==> src/hw/cache_pkg.sv <==
package cache_pkg;

    // bus word and byte-lane sizes.
    localparam int WORD_W = 32;
    localparam int BYTES_PER_WORD = WORD_W / 8;

    // low address bits that select a byte inside a word.
    localparam int OFFSET_W = $clog2(BYTES_PER_WORD);

    typedef logic [WORD_W-1:0] word_t;
    typedef logic [BYTES_PER_WORD-1:0] byte_en_t;

    // cache variant chosen per side at elaboration time.
    typedef enum logic [1:0] {
        PASS_THROUGH,
        DIRECT_MAPPED
    } cache_kind_e;

endpackage
==> src/hw/cache_control_if.sv <==
`timescale 1ns/1ps

interface cache_control_if;

    logic icache_flush;
    logic icache_clear;
    logic dcache_flush;
    logic dcache_clear;
    logic iflush_done;
    logic iclear_done;
    logic dflush_done;
    logic dclear_done;

    // the caches answer each request level with its done level.
    modport caches (
        input  icache_flush,
        input  icache_clear,
        input  dcache_flush,
        input  dcache_clear,
        output iflush_done,
        output iclear_done,
        output dflush_done,
        output dclear_done
    );

    modport ctrl (
        output icache_flush,
        output icache_clear,
        output dcache_flush,
        output dcache_clear,
        input  iflush_done,
        input  iclear_done,
        input  dflush_done,
        input  dclear_done
    );

endinterface

==> src/hw/generic_bus_if.sv <==
`timescale 1ns/1ps

interface generic_bus_if;
    import cache_pkg::*;

    word_t    addr;
    word_t    wdata;
    word_t    rdata;
    logic     ren;
    logic     wen;
    byte_en_t byte_en;
    logic     busy;

    // requester side.
    modport cpu (
        output addr,
        output wdata,
        output ren,
        output wen,
        output byte_en,
        input  rdata,
        input  busy
    );

    // responder side.
    modport generic_bus (
        input  addr,
        input  wdata,
        input  ren,
        input  wen,
        input  byte_en,
        output rdata,
        output busy
    );

endinterface

==> src/hw/cache_subsystem.sv <==
`timescale 1ns/1ps

module cache_subsystem #(
    parameter cache_pkg::cache_kind_e ICACHE_TYPE = cache_pkg::DIRECT_MAPPED,
    parameter cache_pkg::cache_kind_e DCACHE_TYPE = cache_pkg::DIRECT_MAPPED,
    parameter int                     ICACHE_SETS = 16,
    parameter int                     DCACHE_SETS = 16
) (
    input  logic              CLK,
    input  logic              arst_n,
    // instruction fetch port.
    input  cache_pkg::word_t  i_addr,
    input  logic              i_ren,
    output cache_pkg::word_t  i_rdata,
    output logic              i_busy,
    // data load/store port.
    input  cache_pkg::word_t  d_addr,
    input  cache_pkg::word_t  d_wdata,
    input  logic              d_ren,
    input  logic              d_wen,
    input  cache_pkg::byte_en_t d_byte_en,
    output cache_pkg::word_t  d_rdata,
    output logic              d_busy,
    // instruction memory port.
    output cache_pkg::word_t  imem_addr,
    output cache_pkg::word_t  imem_wdata,
    output logic              imem_ren,
    output logic              imem_wen,
    output cache_pkg::byte_en_t imem_byte_en,
    input  cache_pkg::word_t  imem_rdata,
    input  logic              imem_busy,
    // data memory port.
    output cache_pkg::word_t  dmem_addr,
    output cache_pkg::word_t  dmem_wdata,
    output logic              dmem_ren,
    output logic              dmem_wen,
    output cache_pkg::byte_en_t dmem_byte_en,
    input  cache_pkg::word_t  dmem_rdata,
    input  logic              dmem_busy,
    // maintenance.
    input  logic              fence_i,
    output logic              maint_busy,
    output logic              fence_done,
    output logic              icache_miss,
    output logic              dcache_miss
);

    generic_bus_if icache_proc_bus ();
    generic_bus_if dcache_proc_bus ();
    generic_bus_if icache_mem_bus ();
    generic_bus_if dcache_mem_bus ();
    cache_control_if control ();

    // the fetch side only reads whole words.
    assign icache_proc_bus.addr    = i_addr;
    assign icache_proc_bus.wdata   = '0;
    assign icache_proc_bus.ren     = i_ren;
    assign icache_proc_bus.wen     = 1'b0;
    assign icache_proc_bus.byte_en = '1;
    assign i_rdata                 = icache_proc_bus.rdata;
    assign i_busy                  = icache_proc_bus.busy;

    assign dcache_proc_bus.addr    = d_addr;
    assign dcache_proc_bus.wdata   = d_wdata;
    assign dcache_proc_bus.ren     = d_ren;
    assign dcache_proc_bus.wen     = d_wen;
    assign dcache_proc_bus.byte_en = d_byte_en;
    assign d_rdata                 = dcache_proc_bus.rdata;
    assign d_busy                  = dcache_proc_bus.busy;

    assign imem_addr             = icache_mem_bus.addr;
    assign imem_wdata            = icache_mem_bus.wdata;
    assign imem_ren              = icache_mem_bus.ren;
    assign imem_wen              = icache_mem_bus.wen;
    assign imem_byte_en          = icache_mem_bus.byte_en;
    assign icache_mem_bus.rdata  = imem_rdata;
    assign icache_mem_bus.busy   = imem_busy;

    assign dmem_addr             = dcache_mem_bus.addr;
    assign dmem_wdata            = dcache_mem_bus.wdata;
    assign dmem_ren              = dcache_mem_bus.ren;
    assign dmem_wen              = dcache_mem_bus.wen;
    assign dmem_byte_en          = dcache_mem_bus.byte_en;
    assign dcache_mem_bus.rdata  = dmem_rdata;
    assign dcache_mem_bus.busy   = dmem_busy;

    cache_maint_ctrl maint_ctrl (
        .CLK       (CLK),
        .arst_n    (arst_n),
        .fence_i   (fence_i),
        .ctrl      (control.ctrl),
        .maint_busy(maint_busy),
        .fence_done(fence_done)
    );

    separate_caches #(
        .ICACHE_TYPE(ICACHE_TYPE),
        .DCACHE_TYPE(DCACHE_TYPE),
        .ICACHE_SETS(ICACHE_SETS),
        .DCACHE_SETS(DCACHE_SETS)
    ) caches (
        .CLK            (CLK),
        .arst_n         (arst_n),
        .icache_proc_bus(icache_proc_bus.generic_bus),
        .dcache_proc_bus(dcache_proc_bus.generic_bus),
        .icache_mem_bus (icache_mem_bus.cpu),
        .dcache_mem_bus (dcache_mem_bus.cpu),
        .control        (control.caches),
        .icache_miss    (icache_miss),
        .dcache_miss    (dcache_miss)
    );

endmodule

==> src/hw/separate_caches.sv <==
`timescale 1ns/1ps

module separate_caches #(
    parameter cache_pkg::cache_kind_e ICACHE_TYPE = cache_pkg::DIRECT_MAPPED,
    parameter cache_pkg::cache_kind_e DCACHE_TYPE = cache_pkg::DIRECT_MAPPED,
    parameter int                     ICACHE_SETS = 16,
    parameter int                     DCACHE_SETS = 16
) (
    input  logic               CLK,
    input  logic               arst_n,
    generic_bus_if.generic_bus icache_proc_bus,
    generic_bus_if.generic_bus dcache_proc_bus,
    generic_bus_if.cpu         icache_mem_bus,
    generic_bus_if.cpu         dcache_mem_bus,
    cache_control_if.caches    control,
    output logic               icache_miss,
    output logic               dcache_miss
);
    import cache_pkg::*;

    generate
        case (ICACHE_TYPE)
            PASS_THROUGH: begin : g_icache_pass
                assign icache_mem_bus.addr    = icache_proc_bus.addr;
                assign icache_mem_bus.wdata   = icache_proc_bus.wdata;
                assign icache_mem_bus.ren     = icache_proc_bus.ren;
                assign icache_mem_bus.wen     = icache_proc_bus.wen;
                assign icache_mem_bus.byte_en = icache_proc_bus.byte_en;
                assign icache_proc_bus.rdata  = icache_mem_bus.rdata;
                assign icache_proc_bus.busy   = icache_mem_bus.busy;
                assign control.iflush_done    = 1'b1;
                assign control.iclear_done    = 1'b1;
                assign icache_miss            = 1'b0;
            end
            DIRECT_MAPPED: begin : g_icache_dm
                direct_mapped_cache #(
                    .SETS(ICACHE_SETS)
                ) icache (
                    .CLK       (CLK),
                    .arst_n    (arst_n),
                    .proc_bus  (icache_proc_bus),
                    .mem_bus   (icache_mem_bus),
                    .flush     (control.icache_flush),
                    .clear     (control.icache_clear),
                    .flush_done(control.iflush_done),
                    .clear_done(control.iclear_done)
                );
                // busy outside maintenance means the line is being fetched.
                assign icache_miss = icache_proc_bus.busy &&
                                     (icache_proc_bus.ren || icache_proc_bus.wen) &&
                                     !(control.icache_flush || control.icache_clear ||
                                       control.iflush_done || control.iclear_done);
            end
        endcase
    endgenerate

    generate
        case (DCACHE_TYPE)
            PASS_THROUGH: begin : g_dcache_pass
                assign dcache_mem_bus.addr    = dcache_proc_bus.addr;
                assign dcache_mem_bus.wdata   = dcache_proc_bus.wdata;
                assign dcache_mem_bus.ren     = dcache_proc_bus.ren;
                assign dcache_mem_bus.wen     = dcache_proc_bus.wen;
                assign dcache_mem_bus.byte_en = dcache_proc_bus.byte_en;
                assign dcache_proc_bus.rdata  = dcache_mem_bus.rdata;
                assign dcache_proc_bus.busy   = dcache_mem_bus.busy;
                assign control.dflush_done    = 1'b1;
                assign control.dclear_done    = 1'b1;
                assign dcache_miss            = 1'b0;
            end
            DIRECT_MAPPED: begin : g_dcache_dm
                direct_mapped_cache #(
                    .SETS(DCACHE_SETS)
                ) dcache (
                    .CLK       (CLK),
                    .arst_n    (arst_n),
                    .proc_bus  (dcache_proc_bus),
                    .mem_bus   (dcache_mem_bus),
                    .flush     (control.dcache_flush),
                    .clear     (control.dcache_clear),
                    .flush_done(control.dflush_done),
                    .clear_done(control.dclear_done)
                );
                assign dcache_miss = dcache_proc_bus.busy &&
                                     (dcache_proc_bus.ren || dcache_proc_bus.wen) &&
                                     !(control.dcache_flush || control.dcache_clear ||
                                       control.dflush_done || control.dclear_done);
            end
        endcase
    endgenerate

endmodule

==> src/hw/cache_maint_ctrl.sv <==
`timescale 1ns/1ps

module cache_maint_ctrl (
    input  logic         CLK,
    input  logic         arst_n,
    input  logic         fence_i,
    cache_control_if.ctrl ctrl,
    output logic         maint_busy,
    output logic         fence_done
);

    typedef enum logic [1:0] {
        ST_IDLE,
        ST_FLUSH_D,
        ST_CLEAR_I,
        ST_FINISH
    } state_e;

    state_e state;
    state_e state_next;

    always_comb begin
        state_next = state;
        case (state)
            ST_IDLE: begin
                if (fence_i) begin
                    state_next = ST_FLUSH_D;
                end
            end
            ST_FLUSH_D: begin
                if (ctrl.dflush_done) begin
                    state_next = ST_CLEAR_I;
                end
            end
            ST_CLEAR_I: begin
                if (ctrl.iclear_done) begin
                    state_next = ST_FINISH;
                end
            end
            default: state_next = ST_IDLE;
        endcase
    end

    always_ff @(posedge CLK or negedge arst_n) begin
        if (!arst_n) begin
            state <= ST_IDLE;
        end else begin
            state <= state_next;
        end
    end

    // dirty data reaches memory before the instruction lines are dropped.
    assign ctrl.dcache_flush = (state == ST_FLUSH_D);
    assign ctrl.icache_clear = (state == ST_CLEAR_I);
    assign ctrl.icache_flush = 1'b0;
    assign ctrl.dcache_clear = 1'b0;

    // fence_i pulses are ignored while a sequence runs.
    assign maint_busy = (state != ST_IDLE);
    assign fence_done = (state == ST_FINISH);

endmodule

==> src/hw/direct_mapped_cache.sv <==
`timescale 1ns/1ps

module direct_mapped_cache #(
    parameter int SETS = 16
) (
    input  logic               CLK,
    input  logic               arst_n,
    generic_bus_if.generic_bus proc_bus,
    generic_bus_if.cpu         mem_bus,
    input  logic               flush,
    input  logic               clear,
    output logic               flush_done,
    output logic               clear_done
);
    import cache_pkg::*;

    localparam int IDX_W = $clog2(SETS);
    localparam int TAG_W = WORD_W - OFFSET_W - IDX_W;

    typedef enum logic [2:0] {
        ST_IDLE,
        ST_WRITE_BACK,
        ST_FILL,
        ST_FLUSH_WALK,
        ST_CLEAR_WALK,
        ST_DONE
    } state_e;

    state_e state;
    state_e state_next;

    // per-set line state.
    logic [SETS-1:0]  valid;
    logic [SETS-1:0]  dirty;
    logic [TAG_W-1:0] tag_arr [SETS];
    word_t            data_arr [SETS];

    logic [IDX_W-1:0] walk_idx;
    // set when the done state closes a flush rather than a clear.
    logic             walk_flush;

    logic [IDX_W-1:0] req_idx;
    logic [TAG_W-1:0] req_tag;
    logic [IDX_W-1:0] sel_idx;
    logic             req;
    logic             maint;
    logic             hit;
    logic             victim_dirty;
    logic             mem_done;
    logic             walk_wb;
    logic             walk_step;
    logic             last_set;
    logic             wr_hit;
    logic             fill_done;
    word_t            fill_word;

    function automatic word_t merge_bytes(word_t old_word, word_t new_word, byte_en_t be);
        word_t result;
        result = old_word;
        for (int b = 0; b < BYTES_PER_WORD; b++) begin
            if (be[b]) begin
                result[8*b +: 8] = new_word[8*b +: 8];
            end
        end
        return result;
    endfunction

    // address split after the byte offset.
    assign req_idx = proc_bus.addr[OFFSET_W +: IDX_W];
    assign req_tag = proc_bus.addr[WORD_W-1 -: TAG_W];

    assign req          = proc_bus.ren || proc_bus.wen;
    assign maint        = flush || clear;
    assign hit          = valid[req_idx] && (tag_arr[req_idx] == req_tag);
    assign victim_dirty = valid[req_idx] && dirty[req_idx];
    assign mem_done     = !mem_bus.busy;

    assign walk_wb   = valid[walk_idx] && dirty[walk_idx];
    assign walk_step = (state == ST_CLEAR_WALK) ||
                       ((state == ST_FLUSH_WALK) && (!walk_wb || mem_done));
    assign last_set  = (walk_idx == IDX_W'(SETS - 1));

    assign wr_hit    = (state == ST_IDLE) && !maint && proc_bus.wen && hit;
    assign fill_done = (state == ST_FILL) && mem_done;

    // a write miss merges its bytes into the word that comes back.
    assign fill_word = proc_bus.wen ?
                       merge_bytes(mem_bus.rdata, proc_bus.wdata, proc_bus.byte_en) :
                       mem_bus.rdata;

    assign sel_idx = (state == ST_FLUSH_WALK) ? walk_idx : req_idx;

    always_comb begin
        state_next = state;
        case (state)
            ST_IDLE: begin
                if (flush) begin
                    state_next = ST_FLUSH_WALK;
                end else if (clear) begin
                    state_next = ST_CLEAR_WALK;
                end else if (req && !hit) begin
                    state_next = victim_dirty ? ST_WRITE_BACK : ST_FILL;
                end
            end
            ST_WRITE_BACK: begin
                if (mem_done) begin
                    state_next = ST_FILL;
                end
            end
            ST_FILL: begin
                if (mem_done) begin
                    state_next = ST_IDLE;
                end
            end
            ST_FLUSH_WALK, ST_CLEAR_WALK: begin
                if (walk_step && last_set) begin
                    state_next = ST_DONE;
                end
            end
            ST_DONE: begin
                // hold done until the request level drops.
                if (walk_flush ? !flush : !clear) begin
                    state_next = ST_IDLE;
                end
            end
            default: state_next = ST_IDLE;
        endcase
    end

    // memory side requests, held stable while memory is busy.
    always_comb begin
        mem_bus.ren     = (state == ST_FILL);
        mem_bus.wen     = (state == ST_WRITE_BACK) || ((state == ST_FLUSH_WALK) && walk_wb);
        mem_bus.byte_en = '1;
        mem_bus.wdata   = data_arr[sel_idx];
        if (state == ST_FILL) begin
            mem_bus.addr = {proc_bus.addr[WORD_W-1:OFFSET_W], OFFSET_W'(0)};
        end else begin
            mem_bus.addr = {tag_arr[sel_idx], sel_idx, OFFSET_W'(0)};
        end
    end

    // hits answer in the request cycle, misses when the fill completes.
    always_comb begin
        proc_bus.rdata = data_arr[req_idx];
        case (state)
            ST_IDLE: proc_bus.busy = req && (maint || !hit);
            ST_FILL: begin
                proc_bus.busy  = mem_bus.busy;
                proc_bus.rdata = mem_bus.rdata;
            end
            default: proc_bus.busy = 1'b1;
        endcase
    end

    assign flush_done = (state == ST_DONE) && walk_flush;
    assign clear_done = (state == ST_DONE) && !walk_flush;

    always_ff @(posedge CLK or negedge arst_n) begin
        if (!arst_n) begin
            state      <= ST_IDLE;
            valid      <= '0;
            dirty      <= '0;
            walk_idx   <= '0;
            walk_flush <= 1'b0;
        end else begin
            state <= state_next;
            if (state == ST_IDLE) begin
                walk_idx   <= '0;
                walk_flush <= flush;
            end else if (walk_step && !last_set) begin
                walk_idx <= walk_idx + 1'b1;
            end

            if (wr_hit) begin
                dirty[req_idx] <= 1'b1;
            end
            if (fill_done) begin
                valid[req_idx] <= 1'b1;
                dirty[req_idx] <= proc_bus.wen;
            end
            if ((state == ST_FLUSH_WALK) && walk_wb && mem_done) begin
                dirty[walk_idx] <= 1'b0;
            end
            // clear drops the line along with any dirty data.
            if (state == ST_CLEAR_WALK) begin
                valid[walk_idx] <= 1'b0;
                dirty[walk_idx] <= 1'b0;
            end
        end
    end

    always_ff @(posedge CLK) begin
        if (wr_hit) begin
            data_arr[req_idx] <= merge_bytes(data_arr[req_idx], proc_bus.wdata, proc_bus.byte_en);
        end else if (fill_done) begin
            data_arr[req_idx] <= fill_word;
            tag_arr[req_idx]  <= req_tag;
        end
    end

endmodule

==> config.mk <==
export PLATFORM = sky130hd
export DESIGN_NAME = cache_subsystem
export DESIGN_NICKNAME = d
export VERILOG_FILES = /design/src/hw/cache_pkg.sv /design/src/hw/cache_control_if.sv /design/src/hw/generic_bus_if.sv /design/src/hw/cache_subsystem.sv /design/src/hw/separate_caches.sv /design/src/hw/cache_maint_ctrl.sv /design/src/hw/direct_mapped_cache.sv
export SDC_FILE = /design/constraint.sdc
export NUM_CORES = 2
export LEC_CHECK = 0
export BUFFER_PORTS_ARGS = -buffer_cell sky130_fd_sc_hd__buf_4
export CAP_MARGIN = 5
export CORE_MARGIN = 4
export CORE_UTILIZATION = 35
export CTS_BUF_LIST = sky130_fd_sc_hd__clkbuf_16
export CTS_CLUSTER_DIAMETER = 120
export DETAILED_ROUTE_END_ITERATION = 6
export GPL_ROUTABILITY_DRIVEN = 0
export PLACE_DENSITY = 0.62
export REMOVE_ABC_BUFFERS = 1
export SLEW_MARGIN = 10
export SYNTH_ARGS = -nofsm -noshare
export SYNTH_HDL_FRONTEND = slang
export SYNTH_SLANG_ARGS = --single-unit
export TNS_END_PERCENT = 100
==> constraint.sdc <==
create_clock -name CLK -period 5 [get_ports CLK]
set_input_delay 0.75 -clock CLK [delete_from_list [all_inputs] [get_ports CLK]]
set_output_delay 0.75 -clock CLK [all_outputs]
set_load 0.02 [all_outputs]
# Word level (Yosys, flattened, before mapping)
# Memory sizes are Yosys's and may differ from the RTL's.
# Cells that the tools add are included.
# Widths: inputs -> output; s select.
# word_totals
reg_bits	81
mem_bits_rw	1856
inputBits	172
word_cells	229
mem_count	4
# mem_list
name	words	width	rd	rd_clocked_by_memory_dff	write_ports	line	text
caches.g_dcache_dm.dcache.data_arr	16	32	2	0	1	direct_mapped_cache.sv:36	word_t data_arr [SETS];
caches.g_icache_dm.icache.data_arr	16	32	2	0	1	direct_mapped_cache.sv:36	
caches.g_dcache_dm.dcache.tag_arr	16	26	2	0	1	direct_mapped_cache.sv:35	logic [TAG_W-1:0] tag_arr [SETS];
caches.g_icache_dm.icache.tag_arr	16	26	2	0	1	direct_mapped_cache.sv:35	
# op_classes
n_addsub	2
order_cmp	8
n_eq_ne	30
mux	90
n_bitwise	14
reduce_logical	71
# ops
op	count
$mux 32	6
$mux 16	11
$and 16x16->16	7
$mux 8	12
$eq 26x26->1	2
$not 16->16	3
$or 16x16->16	3
$mux 3	12
$logic_and 1x1->1	35
$bmux 1 s4	8
$pmux 3 s5	2
$mux 4	6
$lt 4x5->1 const B	4
$mux 1	20
$ne 2x2->1 const B	9
$bwmux 16	1
$demux 1 s4	4
$ge 4x1->1 const B	4
$logic_not 1->1	13
$eq 3x2->1 const B	4
$eq 3x3->1 const B	4
$logic_or 1x1->1	12
$mux 2	5
$reduce_and 5->1	2
other kinds (15)	26

# Depth between registers and ports, before layout
# logic_depth
ltp_word	12
depth_mapped	14

# By module
# From an unflattened synthesis, not the netlist that was laid out.
# hier_totals
hier_cells	6610
hier_area_um2	95489.1
# modules_own_cells
mod	instances	cells_each	area_each_um2	seq_area_each_um2
direct_mapped_cache (caches.g_dcache_dm.dcache)	1	3829	47994.8	28867.7
direct_mapped_cache (caches.g_icache_dm.icache)	1	2753	47254.1	28867.7
cache_maint_ctrl	1	20	192.7	50.0
separate_caches	1	6	40.0	0.0
cache_subsystem	1	2	7.5	0.0

# Least setup slack after synthesis
# No wires, ideal clock.
# synth_path
path_type	input to register
start	in d_addr[2]
end	mem caches.g_dcache_dm.dcache.data_arr[3][0] (netlist bit) (enable)
setup_ns	0.470
t_arrival_ns	5.286
required_ns	4.530
path_slack_ns	-0.756
stages	11
n_path_buf	3
path_cell_list	buf_6 > buf_6 > buf_2 > mux4_2 > a22o_1 > a221oi_1 > xor2_1 > nand2_1 > nor4b_2 > nand3_1 > a21boi_0
# synth_between
elab_chain_len	7
# synth_rtl
item	line	text
from (decl)	cache_subsystem.sv:17	input cache_pkg::word_t d_addr,
$mem_v2 16x26 / $bmux 1 s4 (equally long branches)	n/a	
$eq 26x26->1 / $mux 1 (equally long branches)	direct_mapped_cache.sv:74	assign hit = valid[req_idx] && (tag_arr[req_idx] == req_tag);
$logic_and 1x1->1	direct_mapped_cache.sv:74	
$logic_and 1x1->1	direct_mapped_cache.sv:83	assign wr_hit = (state == ST_IDLE) && !maint && proc_bus.wen && hit;
$mux 1	direct_mapped_cache.sv:194	if (wr_hit) begin
$mux 1, on equally long branches	direct_mapped_cache.sv:195, direct_mapped_cache.sv:197	
$or 1x1->1 (no line)	n/a	
to (decl)	direct_mapped_cache.sv:36	
# Parallel ways exist; a longest one is shown, timed or not. The select of a mux whose other input is x is not followed.

==> qor.yml <==
rsz0062_at_grt: "true"
antenna_found_initial: 25
combPwrFrac: 0.257
slew_headroom: 0.1453
fp-row-count: 189
grt_pass1_vias: 61730
ys_top_cells_by_area: "edfxtp_1 60%, mux4_2 18%, nand2_1 6.0%"
dp_hpwl_um: 171100
fill_cells: 23640
drc: 0
drt-initial-drc-count: 6804
synthAdderAreaFrac: 0.001605
fin_crit_ns: 4.897
p_sw_w: 0.01405
netlist_instances: 6323
synth_flop_cell: "edfxtp_1"
seq_area_frac_synth: 0.6174
die-area_um2: 275600
avgSynthCellArea_um2: 14.79
clock_path_buffers: 4
clock_latency_ns: 0.89
synth.largest_area_cell: "edfxtp_1"
synth.most_common_cell: "edfxtp_1"
power.share.clock: 0.334
regArea_um2: 57770
finClkSkew_ns: 0.1289
hold_path_class: "input port to flip-flop"
maxSlewViolCount: 0
grt_pass1_wl_um: 421800
ys_top_cells_by_count: "1856 x edfxtp_1, 1485 x nand2_1, 758 x mux4_2"
final_layout_size_suffix_gt1_frac: 0.2790
die_height_um: 525.0
io_buffer_count: 365
synth_top_area_share: 0.5958
crit_type: "flip-flop to output port"
fin_setup_tns_ns: 0
coreArea_um2: 265600
ys_seq_elements: 1937
start_kind: "flip-flop"
fin_nets: 6948
vias: 61890
cts.sinks: 1937
p_int_w: 0.03188
wire_per_inst_um: 27.73
cp.arrival_ns: 4.15
required_ns: 4.25
p_per_area_nw_per_um2: 416.7
synth-xor-area-share: 0.004588
numCtsBuffers: 214
cts_root_buf: "clkbuf_16"
switching_share: 0.3059
grtUsageTotal: 0.2030
grt_max_degree: 141
clk_pin_slew_worst_paths_ns: 0.06
synth_mux_area_frac: 0.2001
drt_pre_antenna_iters: 6
synth_edf_count: 1856
async_flop_share: 0.04182
detail-route-antenna-nets: 0
synth.distinct_cells: 73
pwr-share-seq: 0.409
timing.fmax_ghz: 0.2042
ir_worst_vdd_uv: 297.8
synthSimpleGateAreaFrac: 0.09692
setup_violations: 0
worst_slew_pin_slew_ns: 1.282
multiInputGateArea_um2: 34210
routed_wl_um: 290400
path_max_fanout: 2
start_util: 0.3523
cts_max_level: 4
gr-total-overflow: 0
synth_top_family_by_area: "multiplexers"
p_leak_nw: 37.37
endpoint_kind: "output port"
synth_compound_area_frac: 0.05473
pin_count: 382
cts_tree: "done"
status: "finished, final reports clean"
fin_hold_ws_ns: 0.1506
syn-cell-area_um2: 93550
area_growth_pct: 17.81
fin_crit_sh: 0.9794
yosys_warnings: 0
hold_viol: 0
drt-vias-per-instance: 5.911
die_w_um: 525.0
drv_cap: 0
[flip-flops by register name (all words and copies together) (netlist names)]
| name | count |
|---|---|
| caches.g_dcache_dm.dcache.dirty | 16 |
| caches.g_dcache_dm.dcache.tag_arr | 416 |
| caches.g_dcache_dm.dcache.data_arr | 512 |
| caches.g_icache_dm.icache.tag_arr | 416 |
| caches.g_dcache_dm.dcache.walk_flush | 1 |
| caches.g_icache_dm.icache.walk_idx | 4 |
| caches.g_dcache_dm.dcache.state | 3 |
| caches.g_icache_dm.icache.dirty | 16 |
| caches.g_icache_dm.icache.data_arr | 512 |
| maint_ctrl.state | 2 |
| caches.g_dcache_dm.dcache.walk_idx | 4 |
| caches.g_icache_dm.icache.valid | 16 |
| caches.g_dcache_dm.dcache.valid | 16 |
| caches.g_icache_dm.icache.state | 3 |
[cell type report]
| type | count | area share |
|---|---|---|
| clock inverters | 157 | 0.01182 |
| well taps | 3533 | 0.04011 |
| multi-input cells | 3861 | 0.3104 |
| inverters | 36 | 0.001453 |
| flip-flops and latches | 1937 | 0.5241 |
| diodes | 16 | 0.0003633 |
| clock buffers | 216 | 0.04904 |
| repair buffers | 714 | 0.06265 |
[worst max-delay path, cell delays in order, from the launching register on]
cell	delay (ns)
edfxtp_1	0.39
mux4_2	0.49
mux4_2	0.49
xnor2_1	0.29
nand3_1	0.27
or4_1	0.55
nor4_1	0.28
buf_4	0.22
nor3_1	0.06
buf_4	0.19
[stage by stage]
step	instance area, um^2	instances	utilization	setup WS, ns	power (W)
floorplan	91430	5832	-	-31.59	0.02614
global placement	103000	10070	0.3879	-0.2002	0.03063
detailed placement	103000	10070	0.3879	-0.1186	0.03078
CTS	109900	10440	0.4139	0.003497	0.04619
global route	110200	10470	0.4150	-0.05166	0.04773
finish	110200	10470	0.4150	0.1028	0.04593
[power groups by stage]
stage	combinational [W]	sequential, W	clock (W)
2_1_floorplan	0.00711	0.0190	0
3_3_place_gp	0.0116	0.0191	0
3_5_place_dp	0.0117	0.0191	0
4_1_cts	0.0118	0.0188	0.0156
5_1_grt	0.0126	0.0188	0.0163
6_report	0.0118	0.0188	0.0153
[logic make-up after synthesis]
kind of cell / after synthesis
other: 2
xor gates and xnor gates: 49
buffers and inverters: 537
muxes: 914
adders and majority gates: 12
AOI/OAI and AO/OA: 733
DFF: 1937
and+or+nand+nor: 2139
[layer usage]
metal | share of wire | track usage | routed length [um]
met1 | 0.40 | 0.2819 | 116700
met2 | 0.47 | 0.3231 | 136100
met3 | 0.093 | 0.03332 | 26980
met4 | 0.036 | 0.07353 | 10520
met5 | 0.00019 | 0 | 55
[cell usage in the layout, fill, tap and decap left out, drive strengths merged, types with 21 or more instances in the layout]
master  netlist  routed
nor2b        21      21
dfrtp        81      81
a21oi       139     139
mux2         70      72
nand3       227     227
mux4        758     758
o31ai        33      33
o21ai        96      96
a22oi        38      38
mux2i        86      86
nand2      1486    1486
a211oi       37      37
clkbuf      293     220
and3        188     188
a32oi        33      33
edfxtp     1856    1856
clkinv        2      82
nor2        130     130
inv          34      83
buf         208     707
a31oi        92      92
xnor2        30      30
a311oi      175     175
[worst paths after layout]
kind / start / endpoint / slack [ns] / cells after the start
max: caches.g_icache_dm.icache.tag_arr[15][7]$_DFFE_PP_ / icache_miss / 0.10 / 9
min: imem_rdata[23] / caches.g_icache_dm.icache.data_arr[0][23]$_DFFE_PP_ / 0.15 / 1
max reg2reg: caches.g_dcache_dm.dcache.tag_arr[3][12]$_DFFE_PP_ / caches.g_dcache_dm.dcache.data_arr[15][15]$_DFFE_PP_ / 1.06 / 13
min reg2reg: caches.g_dcache_dm.dcache.walk_flush$_DFFE_PN0P_ / caches.g_dcache_dm.dcache.walk_flush$_DFFE_PN0P_ / 0.53 / 1
max in group asynchronous: arst_n / caches.g_icache_dm.icache.dirty[8]$_DFF_PN0_ / 3.43 / 3
min in group asynchronous: arst_n / caches.g_dcache_dm.dcache.valid[9]$_DFF_PN0_ / 0.57 / 2
[what timing repair did]
item,4_1_cts,5_1_grt
hold buffers,1,0
resized for setup,22,20
setup endpoints to repair,61,64
setup buffers,0,8
gates cloned,3,4
endpoints found under the hold margin,41,0
pin swaps,6,1
Note: power is estimated with default switching activity, not from simulation.
